===== config.mk =====
export PLATFORM = sky130hd
export DESIGN_NAME = uart_tx_slave
export DESIGN_NICKNAME = d
export VERILOG_FILES = /design/src/hw/bus_pkg.sv /design/src/hw/periph_pkg.sv /design/src/hw/uart_tx_slave.sv
export SDC_FILE = /design/constraint.sdc
export NUM_CORES = 1
export LEC_CHECK = 0
export ABC_AREA = 1
export BUFFER_PORTS_ARGS = -buffer_cell sky130_fd_sc_hd__buf_2
export CAP_MARGIN = 20
export CORE_MARGIN = 2
export CORE_UTILIZATION = 40
export DETAILED_ROUTE_END_ITERATION = 8
export PLACE_DENSITY = 0.66
export SLEW_MARGIN = 10
export SYNTH_ARGS = -nofsm -noshare
export SYNTH_HDL_FRONTEND = slang
export SYNTH_SLANG_ARGS = --single-unit

===== constraint.sdc =====
create_clock -name clk -period 2.24 [get_ports clk]
set_input_delay 0.224 -clock clk [delete_from_list [all_inputs] [get_ports clk]]
set_output_delay 0.224 -clock clk [all_outputs]
set_load 0.05 [all_outputs]

===== src/hw/bus_pkg.sv =====
// bus package: address and data widths, address map and region decode constants
`default_nettype none

package bus_pkg;

  // one bus address and one bus data word
  typedef logic [31:0] addr_t;
  typedef logic [31:0] data_t;

  // region is the top nibble of the address
  typedef logic [3:0] region_t;

  // address map, one region per slave
  localparam region_t REGION_RAM     = 4'h0;
  localparam region_t REGION_UART    = 4'hB;
  localparam region_t REGION_SYSCTRL = 4'hC;
  localparam region_t REGION_MTIMER  = 4'hF;

  // data ram, 4 KB of words
  localparam int unsigned RAM_WORDS = 1024;
  localparam int unsigned RAM_AW    = 10;

  // register offset taken from address bits 3..0
  // byte offsets of word registers
  localparam int unsigned REG_OFS_W = 4;

endpackage

`default_nettype wire


===== src/hw/periph_pkg.sv =====
// peripheral package: register offsets, reset values and FSM states of the slaves
`default_nettype none

package periph_pkg;

  // system control registers
  localparam logic [3:0]  SYS_BOOT_OFS  = 4'h0;
  localparam logic [3:0]  SYS_CSR_OFS   = 4'h4;
  // core fetch address after reset
  localparam logic [31:0] BOOT_ADDR_RST = 32'h1000_0000;

  // machine timer, low and high words of mtime and mtimecmp
  localparam logic [3:0] MT_TIME_LO_OFS = 4'h0;
  localparam logic [3:0] MT_TIME_HI_OFS = 4'h4;
  localparam logic [3:0] MT_CMP_LO_OFS  = 4'h8;
  localparam logic [3:0] MT_CMP_HI_OFS  = 4'hC;

  // uart transmitter registers
  localparam logic [3:0] UART_DATA_OFS = 4'h0;
  localparam logic [3:0] UART_STAT_OFS = 4'h4;
  localparam logic [3:0] UART_DIV_OFS  = 4'h8;

  // clocks per serial bit
  typedef logic [15:0] div_t;
  localparam div_t UART_DIV_RST = 16'd16;

  // control byte for the board outputs
  typedef logic [7:0] csr_t;

  typedef enum logic [1:0] {
    ST_IDLE,
    ST_START,
    ST_DATA,
    ST_STOP
  } uart_state_t;

endpackage

`default_nettype wire


===== src/hw/uart_tx_slave.sv =====
// UART transmitter slave: 8N1 serial output with programmable divisor and overflow flag
`default_nettype none
`timescale 1ns/1ns

module uart_tx_slave import bus_pkg::*; import periph_pkg::*; (
  input  wire   clk,
  input  wire   rst_i,
  input  wire   sel_i,
  input  wire   we_i,
  input  addr_t addr_i,
  input  data_t wdata_i,
  output logic  rsp_o,
  output data_t rdata_o,
  output logic  uart_tx_o
);

  logic [REG_OFS_W-1:0] ofs;
  uart_state_t          state_q;
  div_t                 div_q;
  div_t                 div_cnt_q;
  logic [2:0]           bit_cnt_q;
  logic [7:0]           shift_q;
  logic                 ovf_q;
  logic                 busy;
  logic                 bit_end;
  logic                 data_wr;

  assign ofs     = addr_i[REG_OFS_W-1:0];
  assign busy    = (state_q != ST_IDLE);
  assign bit_end = (div_cnt_q == div_q - 16'd1);
  assign data_wr = sel_i && we_i && (ofs == UART_DATA_OFS);

  // frame FSM, line held high when idle
  always_ff @(posedge clk) begin
    if (rst_i) begin
      state_q   <= ST_IDLE;
      uart_tx_o <= 1'b1;
      div_cnt_q <= '0;
      bit_cnt_q <= '0;
    end else begin
      div_cnt_q <= bit_end ? '0 : div_cnt_q + 16'd1;
      case (state_q)
        ST_IDLE: begin
          div_cnt_q <= '0;
          if (data_wr) begin
            // start bit goes out on the next edge
            state_q   <= ST_START;
            uart_tx_o <= 1'b0;
            shift_q   <= wdata_i[7:0];
          end
        end
        ST_START: begin
          if (bit_end) begin
            state_q   <= ST_DATA;
            bit_cnt_q <= '0;
            uart_tx_o <= shift_q[0];
            shift_q   <= shift_q >> 1;
          end
        end
        ST_DATA: begin
          if (bit_end) begin
            if (bit_cnt_q == 3'd7) begin
              // stop bit
              state_q   <= ST_STOP;
              uart_tx_o <= 1'b1;
            end else begin
              // lsb first
              bit_cnt_q <= bit_cnt_q + 3'd1;
              uart_tx_o <= shift_q[0];
              shift_q   <= shift_q >> 1;
            end
          end
        end
        ST_STOP: begin
          if (bit_end) begin
            state_q <= ST_IDLE;
          end
        end
        default: state_q <= ST_IDLE;
      endcase
    end
  end

  // divisor and sticky overflow
  always_ff @(posedge clk) begin
    if (rst_i) begin
      div_q <= UART_DIV_RST;
      ovf_q <= 1'b0;
      rsp_o <= 1'b0;
    end else begin
      rsp_o <= sel_i;
      if (sel_i && we_i && ofs == UART_DIV_OFS) begin
        div_q <= wdata_i[15:0];
      end
      // a byte written mid-frame is lost
      if (data_wr && busy) begin
        ovf_q <= 1'b1;
      end else if (sel_i && we_i && ofs == UART_STAT_OFS && wdata_i[1]) begin
        ovf_q <= 1'b0;
      end
    end
  end

  // status: bit 0 busy, bit 1 overflow
  always_ff @(posedge clk) begin
    if (sel_i && !we_i) begin
      case (ofs)
        UART_STAT_OFS: rdata_o <= {30'h0, ovf_q, busy};
        UART_DIV_OFS:  rdata_o <= {16'h0, div_q};
        default:       rdata_o <= '0;
      endcase
    end
  end

endmodule

`default_nettype wire


==> After elaboration in Yosys (flattened, before gate mapping) <==
Index checks and enable logic that the tools add are counted.
{ "totals": {"out_inout_bits": 34, "word_cells": 68, "regBits": 80, "in_bits": 68} }
{ "op_classes": {"bitwise_logic": 1, "eq_ne": 13, "n_mux": 23, "reduce_logical": 19, "add_sub_neg": 3} }
{ "op_table": {"columns": ["cell", "n"], "rows": [
  ["$mux W8", 4],
  ["$pmux W16 S2", 1],
  ["$pmux W8 S3", 1],
  ["$add A16 B1 Y16 const B", 1],
  ["$eq A16 B16 Y1", 1],
  ["$sub A16 B1 Y16 const B", 1],
  ["$ne A2 B2 Y1 const B", 6],
  ["$mux W2", 5],
  ["$mux W3", 3],
  ["$pmux W2 S4", 1],
  ["$reduce_and A4 Y1", 2],
  ["$logic_and A1 B1 Y1", 7],
  ["$mux W1", 6],
  ["$pmux W3 S2", 1],
  ["$reduce_and A6 Y1", 1],
  ["$reduce_bool A2 Y1", 3],
  ["$reduce_and A5 Y1", 1],
  ["$eq A2 B2 Y1 const B", 2],
  ["$eq A4 B3 Y1 const B", 1],
  ["$eq A4 B4 Y1 const B", 1],
  ["$logic_not A4 Y1", 1],
  ["$add A3 B1 Y3 const B", 1],
  ["$eq A3 B3 Y1 const B", 1],
  ["$pmux W1 S3", 1],
  ["other kinds (6)", 6]
]} }

==> Longest topological paths before layout <==
{ "logic_depth": {"depth_word": 5, "depth_mapped": 16, "mapped_depth_nobuf": 16} }

==> Worst setup path after synthesis <==
OpenSTA, ideal clock, no wires.
{ "synth_path": {"path_kind": "reg2reg", "start": "register div_q[0]", "end": "register shift_q[0], enable pin", "slack_ns": -0.074, "required_time_ns": 1.870, "n_path_buf": 0, "path_stages_with_launch": 16, "setup_time_ns": 0.370, "arrival_ns": 1.944, "cell_sequence": "dfxtp_1 inv_2 ha_1 nand2_1 inv_1 nor2_1 nand2_1 nor2_1 nand2_1 nor2_1 nand3_1 nor2_1 nand2_2 nand2_1 nand2_1 nor3_2"} }
{ "synth_via": {"elab_chain_len": 4, "word_cells_on_any_way": 5, "cone_classes": "1 x add/sub; 3 x eq/ne; 1 x reduce/logical"} }
{ "synth_rtl": {"columns": ["item", "line", "text"], "rows": [
  ["start, declared", "uart_tx_slave.sv:19", "div_t div_q;"],
  ["start signal, assigned", "uart_tx_slave.sv:93", "div_q <= wdata_i[15:0];"],
  ["$sub A16 B1 Y16 *", "uart_tx_slave.sv:30", "assign bit_end = (div_cnt_q == div_q - 16'd1);"],
  ["$eq A16 B16 Y1 *", "uart_tx_slave.sv:30", null],
  ["$ne A2 B2 Y1 (no source line)", null, null],
  ["$reduce_and A6 Y1 (no source line) *", null, null],
  ["end signal, assigned", "uart_tx_slave.sv:49", "shift_q <= wdata_i[7:0];"],
  ["end signal, assigned", "uart_tx_slave.sv:57", "shift_q <= shift_q >> 1;"],
  ["end signal, assigned", "uart_tx_slave.sv:70", "shift_q <= shift_q >> 1;"],
  ["end, declared", "uart_tx_slave.sv:22", "logic [7:0] shift_q;"]
]} }
Every way passes the cells marked *; elsewhere a longest branch is shown, timed or not.
A chain may end at the register's enable or synchronous reset.

==> Worst setup path after layout <==
{ "layout_path": {"start": "register div_q[0]", "end": "register shift_q[1], enable pin"} }
The elaborated chain is that of the path after synthesis.

==> impl_results.md <==
* Met1 Usage GRT at 20.37%
* Synth warn at 0
* Final nets at 620
* Final Max Slew Viols at 0
* Tot GR Track Use at 16.94%
* Maximum clock path buffer count at 2
* Initial Utilization at 41.49%
* 1st-iter DRT viols at 74
* Number of distinct library cells after synthesis at 37
* PD cells at 780.8 mW/mm^2
* Diode count at 0
* Clock Pin Slew Worst Setup and Hold Paths at 0.07 ns
* Critical path arrival at 2.19 ns
* Sequential share of the synthesized area at 41.64%
* Die H at 99.57 um
* Final Cell Area at 0.004277 sq mm
* DP Area at 0.003988 sq mm
* Tmin final at 2.116 ns
* Die ar. at 0.009914 sq mm
* Drt drc at 0
* CTS tree: yes
* Root Buffer: clkbuf_8
* RSZ-0062 raised after global routing: true
* Post-Syn Instances at 489
* Cell Area, Synth at 0.003654 sq mm
* Commonest cells after routing, fill and taps aside: nand2_1 (125), nor2_1 (66), inv_1 (51)
* Site Rows at 34
* DIE WIDTH at 99.57 um
* Met3 Usage GRT at 5.060%
* Main flop type after synthesis: dfxtp_1
* Share of cells above drive strength 1 at 19.67%
* Critical path peak fanout at 8
* Vias in the first global route at 2983
* Setup CP Type: register to register
* Met2 usage at 28.48%
* Setup crit end kind: register
* IO Pins at 102
* Hold Vio Cnt, Final at 0
* Count of final setup violators at 0
* P&R area growth vs syn at 17.05%
* VDD IR max at 0.6621 mV
* Fmax at 0.4727 GHz
* First-pass GRT wire length at 13410 um
* Avg WL per Cell at 11.98 um
* Ys async rst share at 0%
* Flops & latches, synth at 64
* Hold crit path type: primary input to register
* WHS at 0.1154 ns
* Antenna violations before repair at 0
* Status: complete, no violations
* Largest net degree at the start of global routing at 29
* Routed Antenna Nets at 0
* Core ar. at 0.008806 sq mm
* Crit path launch type: register
* Most common cell after layout, fill and taps aside: nand2_1
* RD Place Congestion at 0.8656
* LEAKAGE at 1.919 nW
* Most Used Layer, Global Route: met2
* DR pass1 iterations at 4
* Skew final at 0.008567 ns
* Avg Inst Size Synth at 7.471 sq um
* Max-cap violation count at 0
* Via count at 3102
* Critical Path RT at 2.31 ns
* I/O Buffers at 41
* Vias per cell at 4.721
* Final HPWL DP at 6038 um
* Clk_lat worst skew at 0.35 ns
* Total routed wirelength at 7871 um
* Number of flops mapped to enable cells by yosys at 24
* CTS Buf Count at 9
* Tcrit/Tclk final at 94.44%
* # clock sinks at 64
* Max H-tree Level at 3
* GR Overflow Total at 0
[kinds of logic (layout without fill, tap and decap cells)]
family / count (synthesis) / count (layout) / synth area share, %
flip-flops: 64 / 64 / 41.64
XOR/XNOR: 20 / 20 / 4.795
adder cells (fa/ha/maj): 8 / 8 / 2.740
other: 1 / 16 / 0.1026
AO/OA/AOI/OAI: 49 / 49 / 6.884
AND/OR/NAND/NOR: 262 / 262 / 33.08
buffers and inverters: 85 / 130 / 10.75
[Yosys cell counts (all sizes together), types with 2 or more instances]
library cell / instances / area [sq um]
ha: 8 / 100.1
nand4: 4 / 25.02
a21oi: 25 / 125.1
o21ai: 21 / 105.1
nor3b: 2 / 15.01
or2: 2 / 12.51
xnor2: 9 / 78.83
nand3b: 4 / 30.03
nor4: 2 / 18.77
inv: 57 / 214.0
xor2: 11 / 96.34
edfxtp: 24 / 720.7
nor3: 8 / 61.31
dfxtp: 40 / 800.8
nand2: 131 / 504.2
nand3: 31 / 197.7
clkinv: 2 / 7.510
buf: 22 / 156.4
clkbuf: 4 / 15.01
nor2: 78 / 344.1
[repair_timing]
action	4_1_cts	5_1_grt
hold buffers	0	0
endpoints found under the setup margin	8	13
pin swaps	4	4
resized for setup	4	10
setup buffers	0	2
[worst paths after layout]
| check | slack (ns) | cells past startpoint | start | end |
|---|---|---|---|---|
| worst max-delay path | 0.12 | 16 | div_q[0]$_SDFFE_PP0P_ | shift_q[1]$_DFFE_PP_ |
| worst min-delay path | 0.12 | 3 | sel_i | rsp_o$_SDFF_PP0_ |
| worst max register to register | 0.12 | 16 | div_q[0]$_SDFFE_PP0P_ | shift_q[1]$_DFFE_PP_ |
| worst min register to register | 0.46 | 2 | uart_tx_o$_SDFFE_PP1P_ | uart_tx_o$_SDFFE_PP1P_ |
[final cells by class]
type | count | area (sq um)
flip-flops and latches | 64 | 1524
clock buffers | 11 | 141.4
well taps | 108 | 135.1
clock inverters | 5 | 80.08
fillers | 860 | 4529
repair buffers | 55 | 322.8
inverters | 59 | 221.5
multi-input cells | 355 | 1852
[registers in the layout, indices dropped and copies added (netlist names)]
| name | cells |
|---|---|
| div_cnt_q | 16 |
| div_q | 16 |
| bit_cnt_q | 3 |
| shift_q | 8 |
| rsp_o | 1 |
| ovf_q | 1 |
| state_q | 2 |
| uart_tx_o | 1 |
| rdata_o | 16 |
[routing by layer]
metal	vias to the layer above	wire (um)
li1	1632	-
met1	1383	3455
met2	66	3851
met3	21	331
met4	0	232
met5	-	0
[through the flow]
step / worst slack [ns] / instances / total power, mW / utilization [%] / TNS [ns]
after floorplan: 0.03347 / 504 / 2.055 / - / 0
after global placement: -0.01791 / 639 / 2.216 / 45.28 / -0.1414
after detailed placement: -0.05114 / 639 / 2.234 / 45.28 / -0.4072
after CTS: 0.01364 / 655 / 3.366 / 48.01 / 0
after global routing: -0.04751 / 657 / 3.537 / 48.56 / -0.3557
final: 0.1244 / 657 / 3.339 / 48.56 / 0
[power by group]
group / switching [mW] / total [mW] / internal [mW]
clock network: 0.448 / 1.10 / 0.655
registers: 0.0443 / 1.37 / 1.32
logic: 0.608 / 0.870 / 0.262
total: 1.10 / 3.34 / 2.24
[worst max-delay path: stages (launching register included)]
cell and delay, ns:
dfxtp_2 0.34, inv_2 0.05, ha_4 0.24, nand2_2 0.06, inv_1 0.03, nor2_1 0.07
nand2_1 0.07, nor2_1 0.10, nand2_1 0.06, nor2_1 0.10, nand3_1 0.10, nor2_2 0.09
nand2_2 0.08, nand2_2 0.08, nand2_2 0.07, nor3_4 0.15, buf_12 0.14
Note: power is estimated with default switching activity, not from simulation.
