File: config.mk
export PLATFORM = sky130hd
export DESIGN_NAME = mtimer_slave
export DESIGN_NICKNAME = d
export VERILOG_FILES = /design/src/hw/bus_pkg.sv /design/src/hw/periph_pkg.sv /design/src/hw/mtimer_slave.sv
export SDC_FILE = /design/constraint.sdc
export NUM_CORES = 1
export LEC_CHECK = 0
export ABC_AREA = 1
export BUFFER_PORTS_ARGS = -buffer_cell sky130_fd_sc_hd__buf_2
export CELL_PAD_IN_SITES_DETAIL_PLACEMENT = 0
export CELL_PAD_IN_SITES_GLOBAL_PLACEMENT = 1
export CORE_MARGIN = 2
export CORE_UTILIZATION = 39
export DETAILED_ROUTE_END_ITERATION = 12
export GPL_TIMING_DRIVEN = 0
export PLACE_DENSITY_LB_ADDON = 0.08
export SLEW_MARGIN = 10
export SYNTH_ARGS = -nofsm -noshare
export SYNTH_HDL_FRONTEND = slang
export SYNTH_SLANG_ARGS = --single-unit
File: constraint.sdc
create_clock -name clk -period 2.3 [get_ports clk]
set_input_delay 0.46 -clock clk [delete_from_list [all_inputs] [get_ports clk]]
set_output_delay 0.46 -clock clk [all_outputs]
set_load 0.03 [all_outputs]
File: src/hw/bus_pkg.sv
// bus package: address and data widths, address map and region decode constants
`default_nettype none

package bus_pkg;

  // one bus address and one bus data word
  typedef logic [31:0] addr_t;
  typedef logic [31:0] data_t;

  // region is the top nibble of the address
  typedef logic [3:0] region_t;

  // address map, one region per slave
  localparam region_t REGION_RAM     = 4'h0;
  localparam region_t REGION_UART    = 4'hB;
  localparam region_t REGION_SYSCTRL = 4'hC;
  localparam region_t REGION_MTIMER  = 4'hF;

  // data ram, 4 KB of words
  localparam int unsigned RAM_WORDS = 1024;
  localparam int unsigned RAM_AW    = 10;

  // register offset taken from address bits 3..0
  // byte offsets of word registers
  localparam int unsigned REG_OFS_W = 4;

endpackage

`default_nettype wire

File: src/hw/periph_pkg.sv
// peripheral package: register offsets, reset values and FSM states of the slaves
`default_nettype none

package periph_pkg;

  // system control registers
  localparam logic [3:0]  SYS_BOOT_OFS  = 4'h0;
  localparam logic [3:0]  SYS_CSR_OFS   = 4'h4;
  // core fetch address after reset
  localparam logic [31:0] BOOT_ADDR_RST = 32'h1000_0000;

  // machine timer, low and high words of mtime and mtimecmp
  localparam logic [3:0] MT_TIME_LO_OFS = 4'h0;
  localparam logic [3:0] MT_TIME_HI_OFS = 4'h4;
  localparam logic [3:0] MT_CMP_LO_OFS  = 4'h8;
  localparam logic [3:0] MT_CMP_HI_OFS  = 4'hC;

  // uart transmitter registers
  localparam logic [3:0] UART_DATA_OFS = 4'h0;
  localparam logic [3:0] UART_STAT_OFS = 4'h4;
  localparam logic [3:0] UART_DIV_OFS  = 4'h8;

  // clocks per serial bit
  typedef logic [15:0] div_t;
  localparam div_t UART_DIV_RST = 16'd16;

  // control byte for the board outputs
  typedef logic [7:0] csr_t;

  typedef enum logic [1:0] {
    ST_IDLE,
    ST_START,
    ST_DATA,
    ST_STOP
  } uart_state_t;

endpackage

`default_nettype wire

File: src/hw/mtimer_slave.sv
// machine timer slave: 64-bit free-running counter, compare register and level interrupt
`default_nettype none
`timescale 1ns/1ns

module mtimer_slave import bus_pkg::*; import periph_pkg::*; (
  input  wire   clk,
  input  wire   rst_i,
  input  wire   sel_i,
  input  wire   we_i,
  input  addr_t addr_i,
  input  data_t wdata_i,
  output logic  rsp_o,
  output data_t rdata_o,
  output logic  irq_o
);

  logic [REG_OFS_W-1:0] ofs;
  logic [63:0]          mtime_q;
  logic [63:0]          mtimecmp_q;
  logic                 wr;

  assign ofs = addr_i[REG_OFS_W-1:0];
  assign wr  = sel_i && we_i;

  // counter runs every cycle, a bus write to a time word wins
  always_ff @(posedge clk) begin
    if (rst_i) begin
      mtime_q <= '0;
    end else if (wr && ofs == MT_TIME_LO_OFS) begin
      mtime_q <= {mtime_q[63:32], wdata_i};
    end else if (wr && ofs == MT_TIME_HI_OFS) begin
      mtime_q <= {wdata_i, mtime_q[31:0]};
    end else begin
      mtime_q <= mtime_q + 64'd1;
    end
  end

  // compare starts at all ones, so no irq out of reset
  always_ff @(posedge clk) begin
    if (rst_i) begin
      mtimecmp_q <= '1;
    end else if (wr && ofs == MT_CMP_LO_OFS) begin
      mtimecmp_q <= {mtimecmp_q[63:32], wdata_i};
    end else if (wr && ofs == MT_CMP_HI_OFS) begin
      mtimecmp_q <= {wdata_i, mtimecmp_q[31:0]};
    end
  end

  // level irq, registered compare
  always_ff @(posedge clk) begin
    if (rst_i) begin
      irq_o <= 1'b0;
      rsp_o <= 1'b0;
    end else begin
      irq_o <= (mtime_q >= mtimecmp_q);
      rsp_o <= sel_i;
    end
  end

  // value seen in the request cycle
  always_ff @(posedge clk) begin
    if (sel_i && !we_i) begin
      case (ofs)
        MT_TIME_LO_OFS: rdata_o <= mtime_q[31:0];
        MT_TIME_HI_OFS: rdata_o <= mtime_q[63:32];
        MT_CMP_LO_OFS:  rdata_o <= mtimecmp_q[31:0];
        MT_CMP_HI_OFS:  rdata_o <= mtimecmp_q[63:32];
        default:        rdata_o <= '0;
      endcase
    end
  end

endmodule

`default_nettype wire

# Word-level counts from Yosys, hierarchy flattened
# Index checks and enable logic that the tools add are counted.
# W data, S select, Z words.
# totals
input_bits	68
wordCells	27
ff_bits	162
# classes
mux	4
order_cmp	1
add_sub_neg	1
n_reduce_logical	9
n_bitwise	1
n_eq_ne	4
# ops
operator	n
$pmux W32 S4	1
$add A64 B1 Y64 const B	1
$ge A64 B64 Y1	1
$mux W32	2
$mux W64	1
$eq A4 B4 Y1 const B	2
$logic_and A1 B1 Y1	6
$eq A4 B3 Y1 const B	1
$logic_not A4 Y1	1
$ne A2 B2 Y1 const B	1
$reduce_and A2 Y1	1
$logic_not A1 Y1	1
$not A1 Y1	1

# Longest topological paths before layout
# depth
word_depth	4
ltp_mapped	15

# Least setup slack after synthesis
# OpenSTA, ideal clock, no wires.
# synth_timing
path_kind	input-to-reg
startpoint	input port sel_i
endpoint	register rdata_o[0], enable pin
t_required_ns	1.878
n_path_buf	0
setup_time_ns	0.422
arrival_ns	1.863
stages	2
slack_ns	0.016
path_cell_list	inv_1 > nor2_1
# synth_between
elab_chain_cells	1
# synth_rtl
element	line_no	source
start: declaration	mtimer_slave.sv:8	input wire sel_i,
$logic_and A1 B1 Y1	mtimer_slave.sv:62	if (sel_i && !we_i) begin
end signal: assignment	mtimer_slave.sv:64	MT_TIME_LO_OFS: rdata_o <= mtime_q[31:0];
end signal: assignment	mtimer_slave.sv:65	MT_TIME_HI_OFS: rdata_o <= mtime_q[63:32];
end signal: assignment	mtimer_slave.sv:66	MT_CMP_LO_OFS: rdata_o <= mtimecmp_q[31:0];
end: declaration	mtimer_slave.sv:13	output data_t rdata_o,
# No other way between the ends.
# A chain may end at the register's enable or synchronous reset.

# Final worst setup path
# layout_timing
startpoint	register mtime_q[23]
endpoint	register irq_o
# layout_between
elab_chain_cells	1
# layout_rtl
element	line_no	source
start: declaration	mtimer_slave.sv:18	logic [63:0] mtime_q;
start signal: assignment	mtimer_slave.sv:30	mtime_q <= {mtime_q[63:32], wdata_i};
start signal: assignment	mtimer_slave.sv:32	mtime_q <= {wdata_i, mtime_q[31:0]};
start signal: assignment	mtimer_slave.sv:34	mtime_q <= mtime_q + 64'd1;
$ge A64 B64 Y1	mtimer_slave.sv:55	irq_o <= (mtime_q >= mtimecmp_q);
end signal: assignment	mtimer_slave.sv:55	
end: declaration	mtimer_slave.sv:14	output logic irq_o
# No other way between the ends.

==> summary by stage <==
STA
The number of pins with negative max-slew slack in the final report was 0. Across the routed clock network, the largest skew measured is 0.01858 ns. The number of hold-slack violations in the final timing report is 0. The normalized max-slew margin is 22.44%. Subtracting the final worst setup slack from the clock period gives 2.207 ns. The fraction of the cycle the final worst path needs is 95.96%. Static timing analysis puts the maximum clock frequency at 453.1 MHz. At the pin with the least slew margin, the transition time is 1.163 ns. Setup violations remaining at the end of the flow were counted as 0.

Setup repair after global routing left no endpoint under its margin. Final hold analysis gives a worst-case slack of 0.2619 ns. Across all setup checks in the final design, the least slack found is 0.09284 ns.

Placed design
OpenSTA, run right after detailed placement, puts the worst setup slack at -0.2224 ns. The count of buffers from port buffering is 72. The number of placed instances, taps included, is 2,003.

Routability-driven placement finished with a final weighted congestion of 1.019. The placed instance area is 0.01149 mm². The estimated wirelength of the detail-placed design is 39.12 mm.

Layout
With fillers left out, the area of the finished cells amounts to 0.01215 mm². The number of nets in the finished design is 1,814. Relative to the synthesized area, the layout overhead comes to 13.75%.

The fraction of final layout cells sized beyond drive strength 1 is 12.46%. The count of placed standard cells in the final layout, fillers left out is 2,036.

Drt
The final routed wire length divided by cell count is 24.60 µm. Wires add up to 50.09 mm. After detailed routing, the number of vias per cell comes to 5.731. For this run, the detailed router's first-pass iteration total came to 5. The remaining number of nets flagged by the antenna check after routing is 0.

In this run, the number of DRC markers left after iteration 0 of detailed routing was 1,379. Summing over every cut layer, the via total after detailed routing is 11,670. After detailed routing, the number of remaining DRC violations is 0.

Power
The total design power is 6.781 mW. Power spread over the standard cell area amounts to 558.2 mW/mm². The static leakage power is 5.555 nW. The peak supply drop is 434.8 µV.

Yosys
The most common cell in the netlist is sky130_fd_sc_hd__nand2_1. The netlist uses 42 different library cells. After synthesis, flip-flops and latches occupy 33.36% of the total area.

The number of synthesized register bits is 162. The count of flip-flops with a built-in enable after synthesis is 32. The most instantiated flip-flop cell in the synthesis netlist is sky130_fd_sc_hd__dfxtp_1. Each instance of the synthesized netlist takes up on average 6.721 µm².

The netlist area before placement is 0.01068 mm². In the synthesized netlist, the number of instances is 1,589. During synthesis, Yosys emitted a total of 0 warnings. The top cell type by area accounts for 24.37% of the synthesized area. The async set or reset register ratio after synthesis is 0%. After synthesis, the most frequently instantiated cells are 417 x sky130_fd_sc_hd__nand2_1, 197 x sky130_fd_sc_hd__inv_1, 177 x sky130_fd_sc_hd__a21oi_1.

In the post-synthesis netlist, the biggest area contributors are sky130_fd_sc_hd__dfxtp_1 24%, sky130_fd_sc_hd__nand2_1 15%, sky130_fd_sc_hd__edfxtp_1 9.0%. The top cell type by total area after synthesis is sky130_fd_sc_hd__dfxtp_1. The net count after synthesis is 1,722.

Worst hold path
The launch point of the worst hold path is wdata_i[7]. The worst hold path stage count is 3. The class of the tightest hold or removal check is input port to flip-flop. The terminating pin of the worst hold path is mtimecmp_q[7].

Floorplan
The total core area is 0.02695 mm². In this run the horizontal extent of the chip is 169.5 µm. The floorplan has 60 rows. The die extent in y is 169.5 µm. The initial standard-cell utilization of the core is 39.63%. The floorplan step defined a die boundary enclosing 0.02873 mm². The I/O pin count is 102.

GRT
The via count of the first global-routing pass was 10,830. The fraction of met2 tracks used by global routing is 50.98%. The global router's overall resource usage is 35.09%. Entering global routing, the biggest net connects 27 pins. The first-pass GRT wire length is 71.70 mm. In the global route stage, met1 resource usage came out at 50.72%. The global routing stage identified its most utilized layer as met2. The total overflow left after global routing is 0.

In the global route stage, met3 resource usage came out at 8.769%. The initial antenna violation count is 0.

Worst setup path
The internal reg-to-reg setup slack is 0.09 ns. The startpoint of the worst register-to-register path is mtime_q[23]. The required time at the endpoint of the critical path is 2.67 ns.

The logic depth of the worst register-to-register path is 11. The critical path data arrival time is 2.58 ns. The kind of start point of the critical path is a flip-flop. The kind of critical path is flip-flop to flip-flop. The worst-path maximum fanout is 6. STA classifies the critical path endpoint as a flip-flop. The end of the worst register-to-register path is irq_o.

Clock tree
The TritonCTS clock tree is built. The total number of clock tree sinks is 162. The maximum number of buffers from clock root to sink is 2. At the later pin of the worst-skew pair, clock insertion delay measures 0.45 ns. The number of CTS-inserted buffers is 17. The clock root buffer is sky130_fd_sc_hd__clkbuf_16. Clock-pin slew was measured on the worst setup and hold paths at 0.08 ns. The number of H-tree branching levels is 4.

Outcome
The run finished with clean final reports.

Run
The tool flagged a number of max-cap violations equal to 0.
==> worst max-delay path, cell delays in order (launching register included) <==
cell and delay [ns]:
sky130_fd_sc_hd__dfxtp_1 0.39, sky130_fd_sc_hd__ha_1 0.33, sky130_fd_sc_hd__nand2_1 0.07, sky130_fd_sc_hd__nor2_1 0.36, sky130_fd_sc_hd__nand2_1 0.09, sky130_fd_sc_hd__nor2_1 0.31, sky130_fd_sc_hd__nand2_1 0.13, sky130_fd_sc_hd__nand3_1 0.10
sky130_fd_sc_hd__nor2_1 0.05, sky130_fd_sc_hd__nand2_1 0.11, sky130_fd_sc_hd__nand2_1 0.05, sky130_fd_sc_hd__a21oi_1 0.15
==> timing repair <==
item | in CTS | in global routing
buffers inserted | 0 | 0
cloned | 0 | 0
endpoints found under the setup margin | 1 | 9
gates resized for setup | 1 | 14
hold buffers | 0 | 0
==> worst max-delay path by stage <==
stage / startpoint / slack (ns) / to / depth (start not counted)
2_1_floorplan: sel_i / 0.02 / rdata_o[0] / 2
3_3_place_gp: sel_i / -1.0 / rdata_o[4] / 3
3_5_place_dp: addr_i[0] / -0.22 / mtimecmp_q[20] / 8
4_1_cts: mtime_q[41] / 0.05 / mtime_q[61] / 9
5_1_grt: mtime_q[42] / 0.01 / mtime_q[61] / 9
6_report: mtime_q[23] / 0.09 / irq_o / 11
==> cell usage in the layout, fill, tap and decap left out, types with 8 or more instances in the layout <==
cell type and count:
sky130_fd_sc_hd__nand2_2 13, sky130_fd_sc_hd__o21ai_0 97, sky130_fd_sc_hd__edfxtp_1 32, sky130_fd_sc_hd__ha_1 65, sky130_fd_sc_hd__nor2_2 18, sky130_fd_sc_hd__nor2_1 147
sky130_fd_sc_hd__nor3_1 9, sky130_fd_sc_hd__o2111ai_1 17, sky130_fd_sc_hd__dfxtp_1 122, sky130_fd_sc_hd__clkbuf_16 17, sky130_fd_sc_hd__a221o_1 15, sky130_fd_sc_hd__nor2_4 11
sky130_fd_sc_hd__clkbuf_1 28, sky130_fd_sc_hd__dfxtp_2 8, sky130_fd_sc_hd__o22ai_1 16, sky130_fd_sc_hd__buf_2 100, sky130_fd_sc_hd__xor2_1 14, sky130_fd_sc_hd__nand2_1 417
sky130_fd_sc_hd__o21ai_1 28, sky130_fd_sc_hd__nand4_1 16, sky130_fd_sc_hd__nand3_1 56, sky130_fd_sc_hd__inv_1 197, sky130_fd_sc_hd__a21oi_1 176
==> area by class of cell <==
| cell class | instances | area (µm²) |
|---|---|---|
| diodes | 1 | 2.502 |
| plain buffers | 65 | 305.3 |
| clock buffers | 18 | 429.2 |
| clock inverters | 14 | 191.4 |
| fillers | 2885 | 14800 |
| inverters | 204 | 765.7 |
| multi-input cells | 1158 | 6075 |
| flip-flops and latches | 162 | 3573 |
| well taps | 341 | 426.7 |
| repair buffers | 73 | 380.4 |
==> flip-flops by register name (all words and copies together) (netlist names) <==
| signal | count |
|---|---|
| rsp_o | 1 |
| irq_o | 1 |
| mtimecmp_q | 64 |
| mtime_q | 64 |
| rdata_o | 32 |
==> report_power, final <==
part | internal [mW] | leakage (nW) | total [mW] | switching [mW]
Sequential | 2.96 | 1.37 | 3.02 | 0.0651
Clock | 1.75 | 0.298 | 3.23 | 1.48
Combinational | 0.151 | 3.89 | 0.531 | 0.381
Total | 4.86 | 5.55 | 6.78 | 1.92
==> stage by stage <==
stage               util (%)  TNS [ns]
global placement       42.55    -36.18
detailed placement     42.65    -3.949
floorplan                  -         0
CTS                    44.96         0
global route           45.07         0
finish                 45.08         0
==> kinds of logic after synthesis <==
group	after synthesis	synth area share, %
AND/OR/NAND/NOR	704	28.10
flip-flops	162	33.36
buffers and inverters	269	10.03
adder cells (fa/ha/maj)	65	7.615
AO/OA/AOI/OAI	371	19.41
XOR/XNOR	18	1.476
==> metal layers <==
metal	vias to the layer above	wire (µm)
li1	5417	-
met1	5517	22760
met2	646	20520
met3	88	5326
met4	0	1480
met5	-	0
(Power assumes the default switching activity.)
