**src/hw/bus_pkg.sv**
```systemverilog
// bus package: address and data widths, address map and region decode constants
`default_nettype none

package bus_pkg;

  // one bus address and one bus data word
  typedef logic [31:0] addr_t;
  typedef logic [31:0] data_t;

  // region is the top nibble of the address
  typedef logic [3:0] region_t;

  // address map, one region per slave
  localparam region_t REGION_RAM     = 4'h0;
  localparam region_t REGION_UART    = 4'hB;
  localparam region_t REGION_SYSCTRL = 4'hC;
  localparam region_t REGION_MTIMER  = 4'hF;

  // data ram, 4 KB of words
  localparam int unsigned RAM_WORDS = 1024;
  localparam int unsigned RAM_AW    = 10;

  // register offset taken from address bits 3..0
  // byte offsets of word registers
  localparam int unsigned REG_OFS_W = 4;

endpackage

`default_nettype wire

```
**src/hw/periph_pkg.sv**
```systemverilog
// peripheral package: register offsets, reset values and FSM states of the slaves
`default_nettype none

package periph_pkg;

  // system control registers
  localparam logic [3:0]  SYS_BOOT_OFS  = 4'h0;
  localparam logic [3:0]  SYS_CSR_OFS   = 4'h4;
  // core fetch address after reset
  localparam logic [31:0] BOOT_ADDR_RST = 32'h1000_0000;

  // machine timer, low and high words of mtime and mtimecmp
  localparam logic [3:0] MT_TIME_LO_OFS = 4'h0;
  localparam logic [3:0] MT_TIME_HI_OFS = 4'h4;
  localparam logic [3:0] MT_CMP_LO_OFS  = 4'h8;
  localparam logic [3:0] MT_CMP_HI_OFS  = 4'hC;

  // uart transmitter registers
  localparam logic [3:0] UART_DATA_OFS = 4'h0;
  localparam logic [3:0] UART_STAT_OFS = 4'h4;
  localparam logic [3:0] UART_DIV_OFS  = 4'h8;

  // clocks per serial bit
  typedef logic [15:0] div_t;
  localparam div_t UART_DIV_RST = 16'd16;

  // control byte for the board outputs
  typedef logic [7:0] csr_t;

  typedef enum logic [1:0] {
    ST_IDLE,
    ST_START,
    ST_DATA,
    ST_STOP
  } uart_state_t;

endpackage

`default_nettype wire

```
**src/hw/sys_ctrl.sv**
```systemverilog
// system control slave: boot address register and eight-bit control output register
`default_nettype none
`timescale 1ns/1ns

module sys_ctrl import bus_pkg::*; import periph_pkg::*; (
  input  wire   clk,
  input  wire   rst_i,
  input  wire   sel_i,
  input  wire   we_i,
  input  addr_t addr_i,
  input  data_t wdata_i,
  output logic  rsp_o,
  output data_t rdata_o,
  output addr_t boot_addr_o,
  output csr_t  csr_o
);

  logic [REG_OFS_W-1:0] ofs;

  assign ofs = addr_i[REG_OFS_W-1:0];

  // both registers update on the write edge
  always_ff @(posedge clk) begin
    if (rst_i) begin
      boot_addr_o <= BOOT_ADDR_RST;
      csr_o       <= '0;
      rsp_o       <= 1'b0;
    end else begin
      rsp_o <= sel_i;
      if (sel_i && we_i) begin
        case (ofs)
          SYS_BOOT_OFS: boot_addr_o <= wdata_i;
          // only the low byte drives the board
          SYS_CSR_OFS:  csr_o       <= wdata_i[7:0];
          default:      ;
        endcase
      end
    end
  end

  // read back, zero for any other offset
  always_ff @(posedge clk) begin
    if (sel_i && !we_i) begin
      case (ofs)
        SYS_BOOT_OFS: rdata_o <= boot_addr_o;
        SYS_CSR_OFS:  rdata_o <= {24'h0, csr_o};
        default:      rdata_o <= '0;
      endcase
    end
  end

endmodule

`default_nettype wire

```
**config.mk**
```make
export PLATFORM = sky130hd
export DESIGN_NAME = sys_ctrl
export DESIGN_NICKNAME = d
export VERILOG_FILES = /design/src/hw/bus_pkg.sv /design/src/hw/periph_pkg.sv /design/src/hw/sys_ctrl.sv
export SDC_FILE = /design/constraint.sdc
export NUM_CORES = 1
export LEC_CHECK = 0
export BUFFER_PORTS_ARGS = -buffer_cell sky130_fd_sc_hd__buf_2
export CAP_MARGIN = 20
export CELL_PAD_IN_SITES_DETAIL_PLACEMENT = 1
export CELL_PAD_IN_SITES_GLOBAL_PLACEMENT = 1
export CORE_MARGIN = 4
export CORE_UTILIZATION = 32
export DETAILED_ROUTE_END_ITERATION = 8
export GPL_TIMING_DRIVEN = 1
export PLACE_DENSITY = 0.8
export SETUP_SLACK_MARGIN = 0.3
export SLEW_MARGIN = 30
export SYNTH_ARGS = -nofsm -noshare
export SYNTH_HDL_FRONTEND = slang
export SYNTH_SLANG_ARGS = --single-unit
```
**constraint.sdc**
```tcl
create_clock -name clk -period 3.1 [get_ports clk]
set_clock_uncertainty 0.15 [all_clocks]
set_input_delay 0.155 -clock clk [delete_from_list [all_inputs] [get_ports clk]]
set_output_delay 0.155 -clock clk [all_outputs]
set_load 0.02 [all_outputs]
```
**Word-level counts from Yosys, hierarchy flattened**

Cells that the tools add are included.

- Bits in registers: 73
- Bits of input ports: 68
- Output and inout port bits: 73
- Word-level logic and storage cells: 12

- Eq/ne operators: 1
- Multiplexer cells: 1
- Reduce and logical (&&, ||, !) cells: 6

Operators with widths:

| kind | count |
|---|---|
| $pmux W32 S2 | 1 |
| $eq A4 B3 Y1 const B | 1 |
| $logic_not A4 Y1 | 1 |
| $reduce_and A2 Y1 | 2 |
| $logic_and A1 B1 Y1 | 2 |
| $logic_not A1 Y1 | 1 |

**Longest topological paths before layout**

Gate-level depths: netlist of the first run.

- Depth in word-level cells: 2
- Depth in mapped cells: 5
- Mapped depth without buffers: 3

**Worst setup path after synthesis of the first run**

No wires, ideal clock.

- Path kind: input to register
- Start point: input port we_i
- End point: register rdata_o[0] (enable)
- Setup time: 0.425 ns
- Data arrival time: 1.607 ns
- Data required time: 2.525 ns
- Path slack: 0.917 ns
- Cell stages on the path: 1
- Buffers on the path: 0
- Path through: nor2b_1

- Longest elaborated chain between the ends: 2

RTL lines:

| item | line | text |
|---|---|---|
| start, declared | sys_ctrl.sv:9 | `input wire we_i,` |
| $logic_not A1 Y1 | sys_ctrl.sv:43 | `if (sel_i && !we_i) begin` |
| $logic_and A1 B1 Y1 | sys_ctrl.sv:43 |  |
| end signal, assigned | sys_ctrl.sv:45 | `SYS_BOOT_OFS: rdata_o <= boot_addr_o;` |
| end signal, assigned | sys_ctrl.sv:46 | `SYS_CSR_OFS: rdata_o <= {24'h0, csr_o};` |
| end, declared | sys_ctrl.sv:13 | `output data_t rdata_o,` |

No other way between the ends.
A chain may end at the register's enable or synchronous reset.

**Worst setup path in the final report of the first run**

- Start point: input port sel_i
- End point: register boot_addr_o[17]

- Longest elaborated chain between the ends: 2

RTL lines:

| item | line | text |
|---|---|---|
| start, declared | sys_ctrl.sv:8 | `input wire sel_i,` |
| $logic_and A1 B1 Y1 | sys_ctrl.sv:30 | `if (sel_i && we_i) begin` |
| $reduce_and A2 Y1 (no line) | -- |  |
| end signal, assigned | sys_ctrl.sv:32 | `SYS_BOOT_OFS: boot_addr_o <= wdata_i;` |
| end, declared | sys_ctrl.sv:14 | `output addr_t boot_addr_o,` |

No other way between the ends.

==> metrics.txt, run 1 <==
R2R Path Start=boot_addr_o[1]$_SDFFE_PP0P_; WL/cell=15.1 µm; Setup Viol. Count Final=0; final WL=7.77 mm; Die W=105 µm; Root Buffer=clkbuf_8; Crit-path slowest cell=and3_2; Hold Path Sink=rdata_o[10]$_DFFE_PP_; CP Capture Type=flip-flop; cts bufs inserted=9; CP max stage delay=0.57 ns; DR vias=2247; pre-CTS WS=1.13 ns; syn avg cell area=12.7 µm²; Compound-Gate Fraction of Synth Area=0.0231; CP top delay family=buffers and inverters; Fill cells=1002; simple-gate area share of the yosys netlist=0.221; # diodes=0; RSZ-0062 raised after global routing=false; Hold Path Stages=2; clk slew on worst S/H paths=0.08 ns; post-synthesis sequential element count=73; Die H=105 µm; critical path class=in -> reg; CTS Sinks=73; cells on worst reg2reg path=1; crit path from=sel_i; remaining antenna violation count=0; total I/O pin count=141; Slew HR=0.553; Critical Path RT=3.21 ns; routability cong.=0.643; max cap viols=0; DRT iter0 DRCs=45; area delta synth->final=41.5%; share of post-route cells with drive strength above 1=0.349; Clk Latency, worst-skew pair=0.33 ns; min-delay worst type=in -> reg; reg2reg end=rdata_o[1]$_DFFE_PP_; power per cell area=493 nW/µm²; remaining global-route overflow=0; Leak=1.84 nW; Final Hold Viols=0; xor and xnor area share after synthesis=0; Core Area=9240 µm²; status=complete, no violations; min setup slack post-route=1.34 ns; Buf/Inv on CP=3; Final Total Pwr=2.12 mW; Min-Delay Startpoint=we_i; Max FO, Critical Path=17; multiplexer share of the synthesized area=0.132; DRC=0; Clock Tree Buf Depth=2; initial antenna violation count=0; synthesized net count=306; num rows=35; first-pass GRT wire length=12.8 mm; fmax=568 MHz; Worst EP arrival=1.87 ns; post-synthesis cell count=238; DP HPWL=4.95 mm; Total Routing Usage GR=0.145; crit-path cells=dlygate4sd3_1, buf_2, and3_2, buf_12, mux2i_1; Worst IR Drop VDD=229 µV; sequential fraction of the synthesis area=0.587; Layout Cells excl Fill=516; Final Max Tran Viols=0; library cells used by synthesis=15; I/O Buffers=112; R2R Setup Slk=2.16 ns; slew of the pin with the lowest slew margin=0.667 ns; CTS tree=done; Initial Util=0.328; minimum clock period=1.76 ns; vias per inst=4.35; Post-Synth Adder-Cell Area=0; drt pass-1 iters=3; number of synthesis warnings=0; Critical Path Start Type=input pin; vias in the first global route=2472; H-tree lvl count=3; Cells after DPL=466; crit share post-route=0.568; die footprint=11100 µm²; setup TNS=0 ns; combinational family with the most area after synthesis=simple AND/OR/NAND/NOR gates; Final #Nets=450; largest net degree at the start of global routing=74; Syn Std Cell Area=3030 µm²
## where the power goes
| part | total [mW] | switching, mW | internal, mW |
|---|---|---|---|
| sequential | 1.02 | 0.00590 | 1.02 |
| combinational | 0.166 | 0.0804 | 0.0851 |
| clock | 0.930 | 0.353 | 0.577 |
| total | 2.12 | 0.439 | 1.68 |
## layer usage
layer	routed length, µm	GRT usage
met1	3230	0.165
met2	4020	0.259
met3	400	0.0325
met4	124	0.0609
met5	0	0
## state kept, by name (all words and copies together), names as in the netlist
register     cells
rsp_o            1
csr_o            8
rdata_o         32
boot_addr_o     32
## final cells by class
cell class,instances,area (µm²),share of cell area
flip-flops and latches,73,1780,0.415
multi-input cells,150,1150,0.268
clock buffers,11,151,0.0353
repair buffers,148,948,0.221
well taps,129,161,0.0376
clock inverters,5,101,0.0236
## Yosys cell counts (all sizes together)
library cell	n	area [µm²]
nor4b	1	23.8
clkbuf	11	41.3
a22o	8	70.1
dfxtp	41	821
mux2i	40	400
and3	1	6.26
nor2	2	7.51
nor4	1	21.3
nor2b	2	12.5
buf	4	71.3
and2	24	150
nand2b	70	438
nand3	1	10.0
edfxtp	32	961
## stage by stage
stage	area, µm²	hold slack [ns]	util
after floorplan	3030	0.133	-
after global placement	3680	0.267	0.398
after detailed placement	3680	0.275	0.398
after CTS	4260	0.197	0.461
after global routing	4290	0.122	0.465
final	4290	0.128	0.465
## kinds of logic after synthesis
| group | Yosys count |
|---|---|
| and+or+nand+nor | 102 |
| buffers and inverters | 15 |
| muxes | 40 |
| AOI/OAI and AO/OA | 8 |
| DFF | 73 |
## repair_timing
item                                   4_1_cts  5_1_grt
buffers inserted                             0        0
hold buffers                                33        0
endpoints found under the hold margin       41        0
resized for setup                            0        0
## how the worst max path moves through the flow
stage | endpoint | slack [ns] | depth (start not counted)
after detailed placement | boot_addr_o[17]$_SDFFE_PP0P_ | 1.13 | 5
after global routing | boot_addr_o[17]$_SDFFE_PP0P_ | 1.25 | 5
after CTS | rdata_o[23]$_DFFE_PP_ | 1.24 | 3
final | boot_addr_o[17]$_SDFFE_PP0P_ | 1.34 | 5
after floorplan | rdata_o[0]$_DFFE_PP_ | 0.92 | 1
after global placement | boot_addr_o[11]$_SDFFE_PP0P_ | 1.23 | 5
## cell usage in the layout (no fill, tap or decap), types with 2 or more instances in the layout
master         instances
nor2_1                 2
dfxtp_1               41
buf_4                  2
a22o_1                 8
buf_2                111
edfxtp_1              32
dlygate4sd3_1         33
mux2i_1               40
bufinv_16              3
nand2b_1              70
and2_1                24
clkbuf_8              11
No activity file was read; power rests on OpenSTA's default activity.
==> run 2: changes to the inputs <==
- clock period: 3.1 -> 1.7 ns (I/O delays scaled with it)
==> metrics.txt, run 2 (synthesis gave the netlist of run 1 again) <==
remaining antenna violation count=0; num rows=35; Die W=105 µm; die footprint=11100 µm²; cells on worst reg2reg path=1; Worst EP arrival=1.44 ns; Core Area=9240 µm²; Root Buffer=clkbuf_8; share of post-route cells with drive strength above 1=0.349; Clock Tree Buf Depth=2; cts bufs inserted=9; area delta synth->final=38.7%; crit share post-route=0.787; Critical Path Start Type=input pin; WL/cell=14.6 µm; Final Max Tran Viols=0; vias per inst=4.34; Setup Viol. Count Final=0; remaining global-route overflow=0; max cap viols=0; fmax=748 MHz; Initial Util=0.328; largest registers=boot_addr_o: 32 flops, rdata_o: 32 flops, csr_o: 8 flops; RSZ-0062 raised after global routing=false; CP Capture Type=flip-flop; setup TNS=0 ns; status=complete, no violations; Setup Buffers After CTS=0; vias in the first global route=2505; Final Cell Area=4210 µm²; # diodes=0; Placed Instance Area=3720 µm²; clk slew on worst S/H paths=0.07 ns; CTS tree=done; initial antenna violation count=0; largest net degree at the start of global routing=74; I/O Buffers=112; DRT iter0 DRCs=65; most common cell after layout, fill and taps aside=buf_2; DRC=0; Clk Latency, worst-skew pair=0.33 ns; min-delay worst type=in -> reg; Leak=1.81 nW; slew of the pin with the lowest slew margin=0.316 ns; routability cong.=0.677; final WL=7.55 mm; DR vias=2252; Worst IR Drop VDD=293 µV; H-tree lvl count=3; Slew HR=0.789; Total Routing Usage GR=0.143; Die H=105 µm; CTS Sinks=73; highest-count cells in the layout ignoring fill and taps=112 x buf_2, 70 x nand2b_1, 41 x dfxtp_1; minimum clock period=1.34 ns; Final #Nets=453; Max FO, Critical Path=32; Critical Path RT=1.80 ns; total I/O pin count=141; DP HPWL=4.92 mm; power per cell area=781 nW/µm²; critical path class=in -> reg; Final Hold Viols=0; Final Total Pwr=3.29 mW; drt pass-1 iters=4; first-pass GRT wire length=12.5 mm; Hold Path Stages=3
## run 2: cell count changes in the layout (fill, tap and decap cells not counted), sizes merged
| cell | delta |
|---|---|
| buf | +3 |
| bufinv | -3 |
| clkbuf | +1 |
| clkinv | +3 |
| clkinvlp | -1 |
## run 2: per-layer routing
layer,routed length (µm),track usage,vias up
met2,3930,0.251,71
met1,3110,0.162,1074
met3,418,0.0386,8
met5,0,0,-
li1,-,-,1099
met4,99,0.0609,0
## run 2: worst max-delay path, stage by stage
cell and delay, ns:
dlygate4sd3_1 0.52, buf_2 0.14, and3_2 0.20, buf_12 0.25
mux2i_1 0.22
## run 2: repair_timing
| item | 4_1_cts | 5_1_grt |
|---|---|---|
| setup endpoints to repair | 0 | 0 |
| resized for setup | 0 | 0 |
| hold buffers | 33 | 0 |
| endpoints found under the hold margin | 41 | 0 |
## run 2: area by class of cell
class / instances / area (µm²)
multi-input combinational: 150 / 1150
timing repair buffer: 151 / 961
clock buffer: 12 / 135
sequential: 73 / 1780
tap: 129 / 161
clock inverter: 4 / 20.0
fill: 1034 / 5030
## run 2: power breakdown
| group | switching [mW] | internal, mW |
|---|---|---|
| Combinational | 0.147 | 0.156 |
| Clock | 0.598 | 0.522 |
| Sequential | 0.0109 | 1.85 |
## run 2: final timing paths
| kind | startpoint | to | slack (ns) |
|---|---|---|---|
| min | rst_i | rsp_o$_SDFF_PP0_ | 0.07 |
| max | sel_i | boot_addr_o[25]$_SDFFE_PP0P_ | 0.36 |
| max reg2reg | boot_addr_o[2]$_SDFFE_PP0P_ | rdata_o[2]$_DFFE_PP_ | 0.75 |
| min reg2reg | boot_addr_o[30]$_SDFFE_PP0P_ | boot_addr_o[30]$_SDFFE_PP0P_ | 0.33 |
## run 2: per-stage QoR
step / setup slack (ns) / utilization / std cells / hold WS (ns)
after floorplan: 0.418 / - / 238 / 0.0632
after global placement: 0.268 / 0.403 / 470 / 0.197
after detailed placement: 0.186 / 0.403 / 470 / 0.205
after CTS: 0.387 / 0.455 / 519 / 0.0530
after global routing: 0.308 / 0.455 / 519 / 0.0852
final: 0.363 / 0.455 / 519 / 0.0682
==> run 3: changes to the inputs <==
- clock period: 1.7 -> 1.3 ns (I/O delays scaled with it)
==> metrics.txt, run 3 (synthesis gave the netlist of run 1 again) <==
status=complete, no violations; H-tree lvl count=3; remaining antenna violation count=0; DP HPWL=5.36 mm; Critical Path Start Type=input pin; fmax=850 MHz; slew of the pin with the lowest slew margin=0.299 ns; DR vias=2541; I/O Buffers=112; crit share post-route=0.905; share of post-route cells with drive strength above 1=0.533; num rows=35; P_sw=1.11 mW; DRT iter0 DRCs=29; Hold Slack=0.0224 ns; Total Routing Usage GR=0.178; largest registers=boot_addr_o: 32 flops, rdata_o: 32 flops, csr_o: 8 flops; CTS Sinks=73; Clock Tree Buf Depth=2; Fill cells=918; highest-count cells in the layout ignoring fill and taps=77 x buf_6, 70 x nand2b_1, 44 x buf_2; first-pass GRT wire length=15.1 mm; Int Pwr=3.77 mW; vias in the first global route=2844; Min-Delay Startpoint=we_i; cells on worst reg2reg path=2; Core Area=9240 µm²; Leak=2.23 nW; R2R Path Start=boot_addr_o[2]$_SDFFE_PP0P_; final core occ=0.577; vias per inst=4.51; remaining global-route overflow=0; drt pass-1 iters=4; final WL=10.8 mm; power per cell area=915 nW/µm²; clock group share of total power=0.395; Root Buffer=clkbuf_8; Final Max Tran Viols=0; Worst IR Drop VDD=689 µV; Final #Nets=498; reg2reg end=rdata_o[2]$_DFFE_PP_; Worst EP arrival=1.27 ns; sequential power share=0.500; most common cell after layout, fill and taps aside=buf_6; Hold Path Sink=csr_o[5]$_SDFFE_PP0P_; largest net degree at the start of global routing=74; Die W=105 µm; combinational share of power=0.105; Slew HR=0.800; Initial Util=0.328; initial antenna violation count=0; Hold Path Stages=3; Clk Latency, worst-skew pair=0.34 ns; Max FO, Critical Path=5; Final Total Pwr=4.88 mW; Net Sw Frac=0.228; DRC=0; Setup Viol. Count Final=0; Final Hold Viols=0; RSZ-0062 raised after global routing=true; die footprint=11100 µm²; clk slew on worst S/H paths=0.08 ns; R2R Setup Slk=0.25 ns; WL/cell=19.1 µm; area delta synth->final=75.8%; CP Capture Type=flip-flop; setup TNS=0 ns; critical path class=in -> reg; # diodes=0; min-delay worst type=in -> reg; Critical Path RT=1.40 ns; cts bufs inserted=9; max cap viols=0; minimum clock period=1.18 ns; total I/O pin count=141; Die H=105 µm; routability cong.=0.728; CTS tree=done
==> run 3: cell types whose count changed in the layout (fill, tap and decap cells not counted), moves of 4 or more <==
cell and delta:
buf_6 +77, buf_2 -68, dfxtp_1 -41, dfxtp_2 +37, buf_4 +24, and2_1 -6
and2_4 +6, buf_12 +4, clkbuf_16 +4, dfxtp_4 +4
==> run 3: metrics by stage <==
stage | setup slack [ns] | cells | instance area (µm²)
floorplan | 0.0384 | 238 | 3050
global placement | -0.0643 | 472 | 3770
detailed placement | -0.137 | 472 | 3770
CTS | 0.128 | 555 | 5020
global route | 0.0398 | 564 | 5330
finish | 0.124 | 564 | 5330
==> run 3: what timing repair did <==
item / in CTS / in global routing
gates resized for setup: 152 / 56
hold buffers: 33 / 0
cloned: 2 / 5
endpoints found under the setup margin: 96 / 145
pin swaps: 2 / 7
buffers inserted: 32 / 4
endpoints found under the hold margin: 41 / 0
==> run 3: layout make-up <==
cell class	count	area (µm²)	share of cell area
clock buffers	9	124	0.0232
clock inverters	7	85.1	0.0160
multi-input cells	150	1190	0.222
flip-flops and latches	73	1840	0.346
well taps	129	161	0.0303
repair buffers	196	1930	0.363
==> run 3: power groups by stage <==
stage               Clock, mW  Sequential (mW)  Combinational [mW]
finish                   1.93             2.44               0.511
global route             2.07             2.44               0.547
CTS                      1.96             2.44               0.458
global placement            0             2.49               0.326
detailed placement          0             2.49               0.334
floorplan                   0             2.54               0.126
==> run 3: worst max-delay path by stage <==
stage | start | end | slack, ns | cells past startpoint
after CTS | rdata_o[23]$_DFFE_PP_ | rdata_o[23] | 0.13 | 1
after global placement | addr_i[1] | boot_addr_o[24]$_SDFFE_PP0P_ | -0.06 | 5
after floorplan | addr_i[1] | boot_addr_o[0]$_SDFFE_PP0P_ | 0.04 | 5
after detailed placement | addr_i[1] | boot_addr_o[30]$_SDFFE_PP0P_ | -0.14 | 5
final | addr_i[2] | boot_addr_o[7]$_SDFFE_PP0P_ | 0.12 | 7
after global routing | addr_i[2] | boot_addr_o[7]$_SDFFE_PP0P_ | 0.04 | 7
==> run 3: worst max-delay path, cell delays in order <==
cell and delay, ns:
buf_8 0.10, nor4_4 0.29, and3_4 0.26, buf_6 0.10, buf_12 0.10, buf_16 0.12, mux2i_1 0.23
==> run 3: layer usage <==
metal,global-route usage,share of wire,vias up
li1,-,-,1189
met1,0.183,0.38,1251
met2,0.347,0.56,84
met3,0.0423,0.046,17
met4,0.0600,0.017,0
met5,0,0,-
